### src/design/merge_pkg.sv
// widths, types and encodings shared by the merge subsystem RTL and its testbench
package merge_pkg;

    // ------------------------------------------------------------------
    // sizes
    // ------------------------------------------------------------------
    localparam int NUM_FIELDS = 4;
    localparam int FIELD_W    = 8;
    localparam int ADDR_W     = 16;
    localparam int SHIFT_W    = 3;
    localparam int OP_W       = 2;

    // configuration window, in word indices
    localparam int CFG_SEQ_BASE = 4;
    localparam int CFG_SEQ_LEN  = 2;

    // configuration queue
    localparam int FIFO_DEPTH = 4;
    localparam int FIFO_PTR_W = $clog2(FIFO_DEPTH);
    localparam int FIFO_CNT_W = $clog2(FIFO_DEPTH + 1);

    // ------------------------------------------------------------------
    // types
    // ------------------------------------------------------------------
    typedef logic [FIELD_W-1:0]            field_t;
    typedef logic [NUM_FIELDS*FIELD_W-1:0] data_t;
    typedef logic [ADDR_W-1:0]             addr_t;
    typedef logic [SHIFT_W-1:0]            shift_t;
    typedef logic [NUM_FIELDS-1:0]         mask_t;

    // op in the upper bits, mask in the lower bits
    typedef logic [OP_W+NUM_FIELDS-1:0] cfg_t;

    typedef enum logic [1:0] {
        CMD_INVALID,
        CMD_MEM_READ,
        CMD_MEM_PROGRAM,
        CMD_MEM_WRITE
    } cmd_t;

    typedef enum logic [OP_W-1:0] {
        MERGE_SUM,
        MERGE_MAX,
        MERGE_MIN,
        MERGE_OR
    } merge_op_t;

    typedef enum logic {
        LOAD_IDLE,
        LOAD_OP
    } loader_state_t;

endpackage : merge_pkg

### src/design/merge_config_loader.sv
// filters memory-program responses in the configuration window and builds merge configurations
module merge_config_loader
    import merge_pkg::*;
(
    input  logic   ap_clk,
    input  logic   reset,
    input  logic   mem_valid,
    input  cmd_t   mem_cmd,
    input  addr_t  mem_offset,
    input  shift_t mem_shift,
    input  data_t  mem_data,
    input  logic   cfg_full,
    output logic   cfg_push,
    output cfg_t   cfg_word,
    output logic   cfg_overflow
);

    // ------------------------------------------------------------------
    // input register
    // ------------------------------------------------------------------
    logic   mem_valid_reg;
    cmd_t   mem_cmd_reg;
    addr_t  mem_offset_reg;
    shift_t mem_shift_reg;
    data_t  mem_data_reg;

    addr_t word_idx;
    logic  in_window;
    logic  accept;
    logic  is_base;
    logic  is_op;

    loader_state_t state;
    mask_t         mask_reg;
    cfg_t          cfg_assembled;
    logic          cfg_done;

    always_ff @(posedge ap_clk) begin
        if (reset) begin
            mem_valid_reg <= 1'b0;
        end else begin
            mem_valid_reg <= mem_valid;
        end
    end

    always_ff @(posedge ap_clk) begin
        mem_cmd_reg    <= mem_cmd;
        mem_offset_reg <= mem_offset;
        mem_shift_reg  <= mem_shift;
        mem_data_reg   <= mem_data;
    end

    // ------------------------------------------------------------------
    // window filter
    // ------------------------------------------------------------------
    assign word_idx  = mem_offset_reg >> mem_shift_reg;
    assign in_window = (word_idx >= addr_t'(CFG_SEQ_BASE)) &&
                       (word_idx < addr_t'(CFG_SEQ_BASE + CFG_SEQ_LEN));
    assign accept    = mem_valid_reg && (mem_cmd_reg == CMD_MEM_PROGRAM) && in_window;
    assign is_base   = accept && (word_idx == addr_t'(CFG_SEQ_BASE));
    assign is_op     = accept && (word_idx == addr_t'(CFG_SEQ_BASE + 1));

    // ------------------------------------------------------------------
    // assembly FSM
    // ------------------------------------------------------------------
    always_ff @(posedge ap_clk) begin
        if (reset) begin
            state    <= LOAD_IDLE;
            cfg_done <= 1'b0;
        end else begin
            cfg_done <= 1'b0;
            case (state)
                LOAD_IDLE: begin
                    if (is_base) begin
                        state <= LOAD_OP;
                    end
                end
                LOAD_OP: begin
                    // a repeated base word simply stays here with a fresh mask
                    if (is_op) begin
                        state    <= LOAD_IDLE;
                        cfg_done <= 1'b1;
                    end
                end
                default: state <= LOAD_IDLE;
            endcase
        end
    end

    // a base word reloads the mask in either state
    always_ff @(posedge ap_clk) begin
        if (is_base) begin
            mask_reg <= mem_data_reg[NUM_FIELDS-1:0];
        end
        if (is_op && state == LOAD_OP) begin
            cfg_assembled <= {mem_data_reg[OP_W-1:0], mask_reg};
        end
    end

    // ------------------------------------------------------------------
    // push stage
    // ------------------------------------------------------------------
    always_ff @(posedge ap_clk) begin
        if (reset) begin
            cfg_push     <= 1'b0;
            cfg_overflow <= 1'b0;
        end else begin
            cfg_push     <= cfg_done & ~cfg_full;
            cfg_overflow <= cfg_done & cfg_full;
        end
    end

    always_ff @(posedge ap_clk) begin
        if (cfg_done) begin
            cfg_word <= cfg_assembled;
        end
    end

    a_push_xor_ovf : assert property (@(posedge ap_clk) disable iff (reset)
        !(cfg_push && cfg_overflow));

endmodule : merge_config_loader

### src/design/merge_data_engine.sv
// holds the active merge configuration and reduces each data packet to one field
module merge_data_engine
    import merge_pkg::*;
(
    input  logic   ap_clk,
    input  logic   reset,
    input  logic   cfg_next,
    input  cfg_t   fifo_head,
    input  logic   fifo_empty,
    input  logic   data_valid,
    input  data_t  data_in,
    output logic   fifo_pop,
    output logic   cfg_active,
    output logic   result_valid,
    output field_t result
);

    cfg_t active_cfg;

    // ------------------------------------------------------------------
    // reduction over the enabled fields
    // ------------------------------------------------------------------
    function automatic field_t merge_reduce(input data_t data, input cfg_t cfg);
        mask_t     mask;
        merge_op_t op;
        field_t    acc;
        field_t    fld;
        int        k;
        mask = cfg[NUM_FIELDS-1:0];
        op   = merge_op_t'(cfg[OP_W+NUM_FIELDS-1:NUM_FIELDS]);
        // start from the identity so a zero mask returns it
        acc  = (op == MERGE_MIN) ? '1 : '0;
        for (k = 0; k < NUM_FIELDS; k++) begin
            fld = data[k*FIELD_W +: FIELD_W];
            if (mask[k]) begin
                case (op)
                    MERGE_SUM: acc = acc + fld;
                    MERGE_MAX: acc = (fld > acc) ? fld : acc;
                    MERGE_MIN: acc = (fld < acc) ? fld : acc;
                    MERGE_OR:  acc = acc | fld;
                    default:   acc = acc;
                endcase
            end
        end
        return acc;
    endfunction

    // ------------------------------------------------------------------
    // configuration pop
    // ------------------------------------------------------------------
    assign fifo_pop = cfg_next & ~fifo_empty;

    always_ff @(posedge ap_clk) begin
        if (reset) begin
            cfg_active <= 1'b0;
        end else if (fifo_pop) begin
            cfg_active <= 1'b1;
        end
    end

    // new head applies from the next data cycle on
    always_ff @(posedge ap_clk) begin
        if (fifo_pop) begin
            active_cfg <= fifo_head;
        end
    end

    // ------------------------------------------------------------------
    // result register
    // ------------------------------------------------------------------
    always_ff @(posedge ap_clk) begin
        if (reset) begin
            result_valid <= 1'b0;
        end else begin
            result_valid <= data_valid & cfg_active;
        end
    end

    always_ff @(posedge ap_clk) begin
        if (data_valid && cfg_active) begin
            result <= merge_reduce(data_in, active_cfg);
        end
    end

    a_result_needs_cfg : assert property (@(posedge ap_clk) disable iff (reset)
        result_valid |-> cfg_active);

endmodule : merge_data_engine

### src/design/merge_subsystem_top.sv
// merge subsystem top level joining the config loader, config FIFO and merge engine
module merge_subsystem_top
    import merge_pkg::*;
(
    input  logic   ap_clk,
    input  logic   reset,
    input  logic   mem_valid,
    input  cmd_t   mem_cmd,
    input  addr_t  mem_offset,
    input  shift_t mem_shift,
    input  data_t  mem_data,
    input  logic   cfg_next,
    input  logic   data_valid,
    input  data_t  data_in,
    output logic   result_valid,
    output field_t result,
    output logic   cfg_active,
    output logic   cfg_pending,
    output logic   cfg_overflow
);

    // ------------------------------------------------------------------
    // internal wires
    // ------------------------------------------------------------------
    logic cfg_push;
    cfg_t cfg_word;
    logic cfg_full;
    logic fifo_pop;
    cfg_t fifo_head;
    logic fifo_empty;

    assign cfg_pending = ~fifo_empty;

    merge_config_loader i_loader (
        .ap_clk       (ap_clk),
        .reset        (reset),
        .mem_valid    (mem_valid),
        .mem_cmd      (mem_cmd),
        .mem_offset   (mem_offset),
        .mem_shift    (mem_shift),
        .mem_data     (mem_data),
        .cfg_full     (cfg_full),
        .cfg_push     (cfg_push),
        .cfg_word     (cfg_word),
        .cfg_overflow (cfg_overflow)
    );

    sync_fifo i_cfg_fifo (
        .ap_clk (ap_clk),
        .reset  (reset),
        .push   (cfg_push),
        .din    (cfg_word),
        .pop    (fifo_pop),
        .dout   (fifo_head),
        .full   (cfg_full),
        .empty  (fifo_empty)
    );

    merge_data_engine i_engine (
        .ap_clk       (ap_clk),
        .reset        (reset),
        .cfg_next     (cfg_next),
        .fifo_head    (fifo_head),
        .fifo_empty   (fifo_empty),
        .data_valid   (data_valid),
        .data_in      (data_in),
        .fifo_pop     (fifo_pop),
        .cfg_active   (cfg_active),
        .result_valid (result_valid),
        .result       (result)
    );

endmodule : merge_subsystem_top

### src/design/sync_fifo.sv
// first-word-fall-through queue for completed merge configurations, head visible on dout
module sync_fifo
    import merge_pkg::*;
(
    input  logic ap_clk,
    input  logic reset,
    input  logic push,
    input  cfg_t din,
    input  logic pop,
    output cfg_t dout,
    output logic full,
    output logic empty
);

    // ------------------------------------------------------------------
    // storage and pointers
    // ------------------------------------------------------------------
    cfg_t                  mem [FIFO_DEPTH];
    logic [FIFO_PTR_W-1:0] wr_ptr;
    logic [FIFO_PTR_W-1:0] rd_ptr;
    logic [FIFO_CNT_W-1:0] count;

    logic do_push;
    logic do_pop;

    // requests that cannot be honoured are ignored
    assign do_push = push & ~full;
    assign do_pop  = pop & ~empty;

    assign full  = (count == FIFO_CNT_W'(FIFO_DEPTH));
    assign empty = (count == '0);

    // head of queue, valid whenever not empty
    assign dout = mem[rd_ptr];

    always_ff @(posedge ap_clk) begin
        if (do_push) begin
            mem[wr_ptr] <= din;
        end
    end

    // depth is a power of two so pointers wrap on their own
    always_ff @(posedge ap_clk) begin
        if (reset) begin
            wr_ptr <= '0;
            rd_ptr <= '0;
            count  <= '0;
        end else begin
            if (do_push) begin
                wr_ptr <= wr_ptr + 1'b1;
            end
            if (do_pop) begin
                rd_ptr <= rd_ptr + 1'b1;
            end
            case ({do_push, do_pop})
                2'b10:   count <= count + 1'b1;
                2'b01:   count <= count - 1'b1;
                default: count <= count;
            endcase
        end
    end

    // ------------------------------------------------------------------
    // checks
    // ------------------------------------------------------------------
    // the loader must hold back pushes while full
    a_no_push_full : assert property (@(posedge ap_clk) disable iff (reset)
        !(push && full));

    // the engine gates its pop with the empty flag
    a_no_pop_empty : assert property (@(posedge ap_clk) disable iff (reset)
        !(pop && empty));

endmodule : sync_fifo

### config.mk
export PLATFORM = sky130hd
export DESIGN_NAME = merge_subsystem_top
export DESIGN_NICKNAME = d
export VERILOG_FILES = /design/src/design/merge_pkg.sv /design/src/design/merge_config_loader.sv /design/src/design/merge_data_engine.sv /design/src/design/merge_subsystem_top.sv /design/src/design/sync_fifo.sv
export SDC_FILE = /design/constraint.sdc
export NUM_CORES = 1
export LEC_CHECK = 0
export ABC_CLOCK_PERIOD_IN_PS = 17550
export BUFFER_PORTS_ARGS = -buffer_cell sky130_fd_sc_hd__buf_2
export CAP_MARGIN = 20
export CORE_MARGIN = 5
export CORE_UTILIZATION = 47
export DETAILED_ROUTE_END_ITERATION = 10
export GPL_ROUTABILITY_DRIVEN = 0
export PLACE_DENSITY = 0.67
export SETUP_SLACK_MARGIN = 0.15
export SLEW_MARGIN = 20
export SYNTH_ARGS = -nofsm -noshare
export SYNTH_HDL_FRONTEND = slang
export SYNTH_SLANG_ARGS = --single-unit
### constraint.sdc
create_clock -name ap_clk -period 17.55 [get_ports ap_clk]
set_input_delay 2.6325 -clock ap_clk [delete_from_list [all_inputs] [get_ports ap_clk]]
set_output_delay 2.6325 -clock ap_clk [all_outputs]
set_load 0.005 [all_outputs]
Word level (Yosys, flattened, before mapping)
Memories as Yosys holds them, arrays and structs flattened. A register that Yosys moved wholly into a read port is not among the register bits. Index checks and enable logic that the tools add are counted. W data, S select, Z words.

Multiplexer cells: 27. Bitwise logic cells: 13. $add $sub $neg: 8. Divide/modulo/power cells: 0. $mul: 0. Equal/unequal tests: 9. Reductions and logical operators: 11. $lt $le $gt $ge: 10. Shift operators: 1.

Operators with widths (number): $mux W8 (16); $pmux W8 S4 (4); $add A8 B8 Y8 (4); $eq A16 B3 Y1 const B (2); $gt A8 B8 Y1 (4); $lt A8 B8 Y1 (4); $or A8 B8 Y8 (4); $ge A16 B3 Y1 const B (1); $lt A16 B3 Y1 const B (1); $shr A16 B3 Y16 (1); $eq A2 B2 Y1 const B (4); $logic_and A1 B1 Y1 (7); $and A1 B1 Y1 (6); $pmux W3 S2 (1); $mux W1 (5); $add A2 B1 Y2 const B (2); $eq A2 B1 Y1 const B (2); $add A3 B1 Y3 const B (1); $eq A3 B3 Y1 const B (1); $logic_not A3 Y1 (1); $not A1 Y1 (3); $sub A3 B1 Y3 const B (1); $logic_not A2 Y1 (1); $pmux W1 S2 (1); 2 further kinds (2).

Input bits: 90. Memory bits (read-only): 0. Register bits after elaboration: 63. RAM bits: 24. Logic and storage cells: 98. Output and inout port bits: 12. Memories kept: 1. Latch bits: 0.

Memories: i_cfg_fifo.mem (depth 4, bits a word 6, rd ports 1, clocked after Yosys merged registers in 1, wr ports 1, RTL line sync_fifo.sv:18) `cfg_t mem [FIFO_DEPTH];`.

Logic depth before layout (Yosys ltp)
Depth after elaboration: 21. Mapped depth: 44. Depth with buffers taken out: 42.

Modules after synthesis
From an unflattened synthesis, not the netlist that was laid out.

Cell total of the unflattened synthesis: 836. Area total of the unflattened synthesis: 7840.0 sq um.

By module, submodules not included: merge_data_engine (times used 1, cells an instance 663, area an instance 5041.1 sq um); merge_config_loader (times used 1, cells an instance 87, area an instance 1458.9 sq um); sync_fifo (times used 1, cells an instance 85, area an instance 1336.3 sq um); merge_subsystem_top (times used 1, cells an instance 1, area an instance 3.8 sq um).

Least setup slack after synthesis
Ideal clock, no wire load.

Kind: input to register. Start point: input port data_in[3]. End point: register i_engine.result[6], data pin. Stages on the path: 37. Buffers on the path: 1. Data arrival time: 9.920 ns. Path slack: 7.359 ns. Library setup time: 0.271 ns. Data required time: 17.279 ns. Cell sequence: inv_1 ha_1 nor4_2 a221oi_2 o31ai_1 a21boi_1 o21ai_1 ha_1 nor4_1 nand2_1 a21boi_4 nor2_1 o21ai_1 a22o_1 a211o_1 a32oi_1 ha_1 nor4_2 a211oi_4 nor2_4 buf_6 o21ai_0 o21ai_0 a22oi_1 a221oi_2 inv_1 ha_1 fa_1 a21o_1 a21oi_1 o21ai_0 a21oi_1 xor2_1 o221ai_1 a21o_1 nand2_1 a21oi_1.

Cells in the longest elaborated chain, start to end: 19. Elaborated cells on any way between the ends: 35.

RTL lines: start, declared (RTL line merge_subsystem_top.sv:14) `input data_t data_in,`; $lt A8 B8 Y1 or $gt A8 B8 Y1 (tied branches) (RTL line merge_data_engine.sv:39, merge_data_engine.sv:38); $mux W8 (on tied branches) (RTL line merge_data_engine.sv:39, merge_data_engine.sv:38); $pmux W8 S4 * (RTL line merge_data_engine.sv:36) `case (op)`; $mux W8 * (RTL line merge_data_engine.sv:35) `if (mask[k]) begin`; $mux W8 * (RTL line merge_data_engine.sv:80) `if (data_valid && cfg_active) begin`; $lt A8 B8 Y1 or $gt A8 B8 Y1 (tied branches) (RTL line merge_data_engine.sv:39, merge_data_engine.sv:38); $mux W8 (on tied branches) (RTL line merge_data_engine.sv:39, merge_data_engine.sv:38); $pmux W8 S4 (RTL line merge_data_engine.sv:36); [3 not listed]; $mux W8 (on tied branches) (RTL line merge_data_engine.sv:39, merge_data_engine.sv:38); $pmux W8 S4 (RTL line merge_data_engine.sv:36); $mux W8 * (RTL line merge_data_engine.sv:35); $mux W8 * (RTL line merge_data_engine.sv:80); $lt A8 B8 Y1 or $gt A8 B8 Y1 (tied branches) (RTL line merge_data_engine.sv:39, merge_data_engine.sv:38); $mux W8 (on tied branches) (RTL line merge_data_engine.sv:39, merge_data_engine.sv:38); $pmux W8 S4 (RTL line merge_data_engine.sv:36); $mux W8 * (RTL line merge_data_engine.sv:35); end signal, assigned (RTL line merge_data_engine.sv:81) `result <= merge_reduce(data_in, active_cfg);`; end, declared (RTL line merge_data_engine.sv:15) `output field_t result`.

Mark *: on every way between the ends. The rest lies on a longest branch, timed or not. The select of a mux whose other input is x is not followed. A chain may end at the register's enable or synchronous reset.

Worst setup path after layout
Start point: input port data_in[6]. End point: register i_engine.result[7], data pin.

Same word-level chain as after synthesis.

==> qor.csv <==
metric,value,unit
Clock Sinks,93,
sequential-to-total area share from yosys stat,31.1,%
Crit-path slowest cell,a221oi_1,
crit end category,flip-flop,
Slew headroom,37.2,%
first-pass iteration count of the detailed router,6,
share of post-route cells with drive strength above 1,15.7,%
DR iter-0 viols,567,
final hold vios,0,
final instance area,8570,sq um
Synth cell types,90,
Routed met3 length,1.07,mm
clk root buf,clkbuf_16,
CTS H-tree depth,3,
Pwr Total,515,uW
pin count of the biggest net entering global routing,40,
Clock Latency Late Sink,0.33,ns
vias in the first global route,6374,
Worst Hold Depth,0,
cell repeated most along the worst path,ha_1,
IO Port Bufs,73,
outcome,"complete, no violations",
placed cells,1089,
global-route wire length before repair,31.2,mm
TNS Setup,0,ns
CTS tree,built,
post-route ant nets,0,
reg2reg setup slack,5.90,ns
r2r worst-path depth,38,
Die W,138,um
multi-input logic area,4860,sq um
Final #Nets,1081,
# DRC,0,
"Area growth, synth to finish",10.9,%
Worst Skew,0.00886,ns
CTS Hold Buffers Added,0,
Largest register FFs,24,
Hold Path Class,reg -> reg,
# setup viols final,0,
Synth Register Bits,93,
vias,6364,
WL final,18.9,mm
GRT overflow,0,
"Reg clk slew, reported paths",0.06,ns
WP data arrival,12.37,ns
number of core rows,46,
I/O Pins,102,
startpoint types,primary input,
Pins Over Slew Limit,0,
RSZ-0062 raised after global routing,false,
routed len/inst,17.0,um
post-CTS sizing,0,
maximum achievable frequency,81.2,MHz
Die H,138,um
vias per inst,5.75,
critical path class,in -> reg,
Synth top area share,21.0,%
final core occ,53.6,%
DP Area,8270,sq um
mapped cell area,7730,sq um
met2 WL,8.95,mm
M1 WL,8.38,mm
max incr delay on CP,0.69,ns
"Req. time, crit path",17.60,ns
max capacitance violation total,0,
Initial Util,48.3,%
Core Area,16000,sq um
yosys warns,0,
FILL cells,1513,
power density over the cells,60.0,nW/um^2
Non-Filler Instances,1106,
GR Util All Layers,19.5,%
Worst-Margin Slew,0.939,ns
number of synthesized flops with an enable pin,54,
crit-path max FO,12,
Yosys top cell by area,edfxtp_1,
top post-synthesis cells by area,"edfxtp_1 (21%), ha_1 (17%), dfxtp_1 (10%)",
Post-CTS Setup Bufs,0,
leakage power,3.58,nW
fin crit share,70.2,%
VDD IR-drop max,0.0000729,V
Mapped Cells,826,
DP HPWL,14.1,mm
Most used DFF post-synth,edfxtp_1,
total CTS buffers,9,
Seq. cell area,2400,sq um
initial antenna violation count,0,
Syn Area/Cell,9.36,sq um
DIE AREA,19100,sq um
fin crit period,12.32,ns
"FFs w/ async S/R, synth",0,%
Top Layer Used,met4,
Max Root-Sink Buffers,2,
Synth Net Count,1023,
## final timing paths
check	startpoint	endpoint
setup / recovery	data_in[6]	i_engine.result[7]
hold / removal	i_loader.mem_data_reg[2]	i_loader.mask_reg[2]
setup reg to reg	i_engine.active_cfg[4]	i_engine.result[7]
hold reg to reg	i_loader.mem_data_reg[2]	i_loader.mask_reg[2]
## cells in the final DEF (no fill, tap or decap), types with 14 or more instances in the layout
cell,netlist,routed
o21ai_0,57,57
edfxtp_1,54,54
inv_1,84,84
nand2_1,45,45
buf_2,7,74
nor2_1,55,55
dfxtp_1,39,39
ha_1,102,102
a21oi_1,62,62
xnor2_1,14,14
## routing by layer
layer	global-route usage (%)	up-vias
li1	-	3147
met1	24.5	2968
met2	33.2	216
met3	3.66	33
met4	7.96	0
met5	0	-
## kinds of logic after synthesis
| kind of cell | count (synthesis) | share of synthesized area [%] |
|---|---|---|
| flops | 93 | 31.1 |
| fa+ha+maj | 107 | 17.8 |
| simple gates | 197 | 13.3 |
| buf+inv | 119 | 6.00 |
| mux | 18 | 3.98 |
| compound gates | 269 | 25.2 |
| xor+xnor | 23 | 2.61 |
## layout make-up
type,count,area share (%)
multi-input combinational,614,56.7
sequential,93,28.0
timing repair buffer,79,4.76
inverter,87,3.82
tap,216,3.15
clock buffer,10,2.67
clock inverter,6,0.832
antenna,1,0.0292
## per-stage QoR
stage | hold slack, ns | setup WS (ns)
after floorplan | 0.386 | 7.36
after global placement | 0.386 | 4.89
after detailed placement | 0.391 | 5.15
after CTS | 0.407 | 5.48
after global routing | 0.415 | 4.64
final | 0.404 | 5.23
## worst max-delay path: cells and delay by family
| kind | cells | cell delay, ns |
|---|---|---|
| compound gates | 18 | 5.01 |
| fa+ha+maj | 4 | 1.49 |
| buf+inv | 4 | 0.55 |
| simple gates | 10 | 2.65 |
## where the power goes
group          total [mW]  switching, mW  internal (mW)
Combinational      0.0914         0.0529         0.0385
Sequential          0.235        0.00308          0.232
Clock               0.188         0.0766          0.112
Total               0.515          0.133          0.382
## cell usage after synthesis, types with 8 or more instances
cell and count:
a211oi_1 11, a21oi_1 62, clkbuf_1 20, dfxtp_1 39, edfxtp_1 54, ha_1 102
inv_1 84, mux4_2 10, nand2_1 45, nand3_1 11, nor2_1 55, nor2b_1 12
nor3_1 13, nor4_1 8, o211ai_1 12, o21ai_0 57, o21bai_1 11, o221ai_1 13
xnor2_1 14, xor2_1 9
Power figures use the tool's default switching activity.
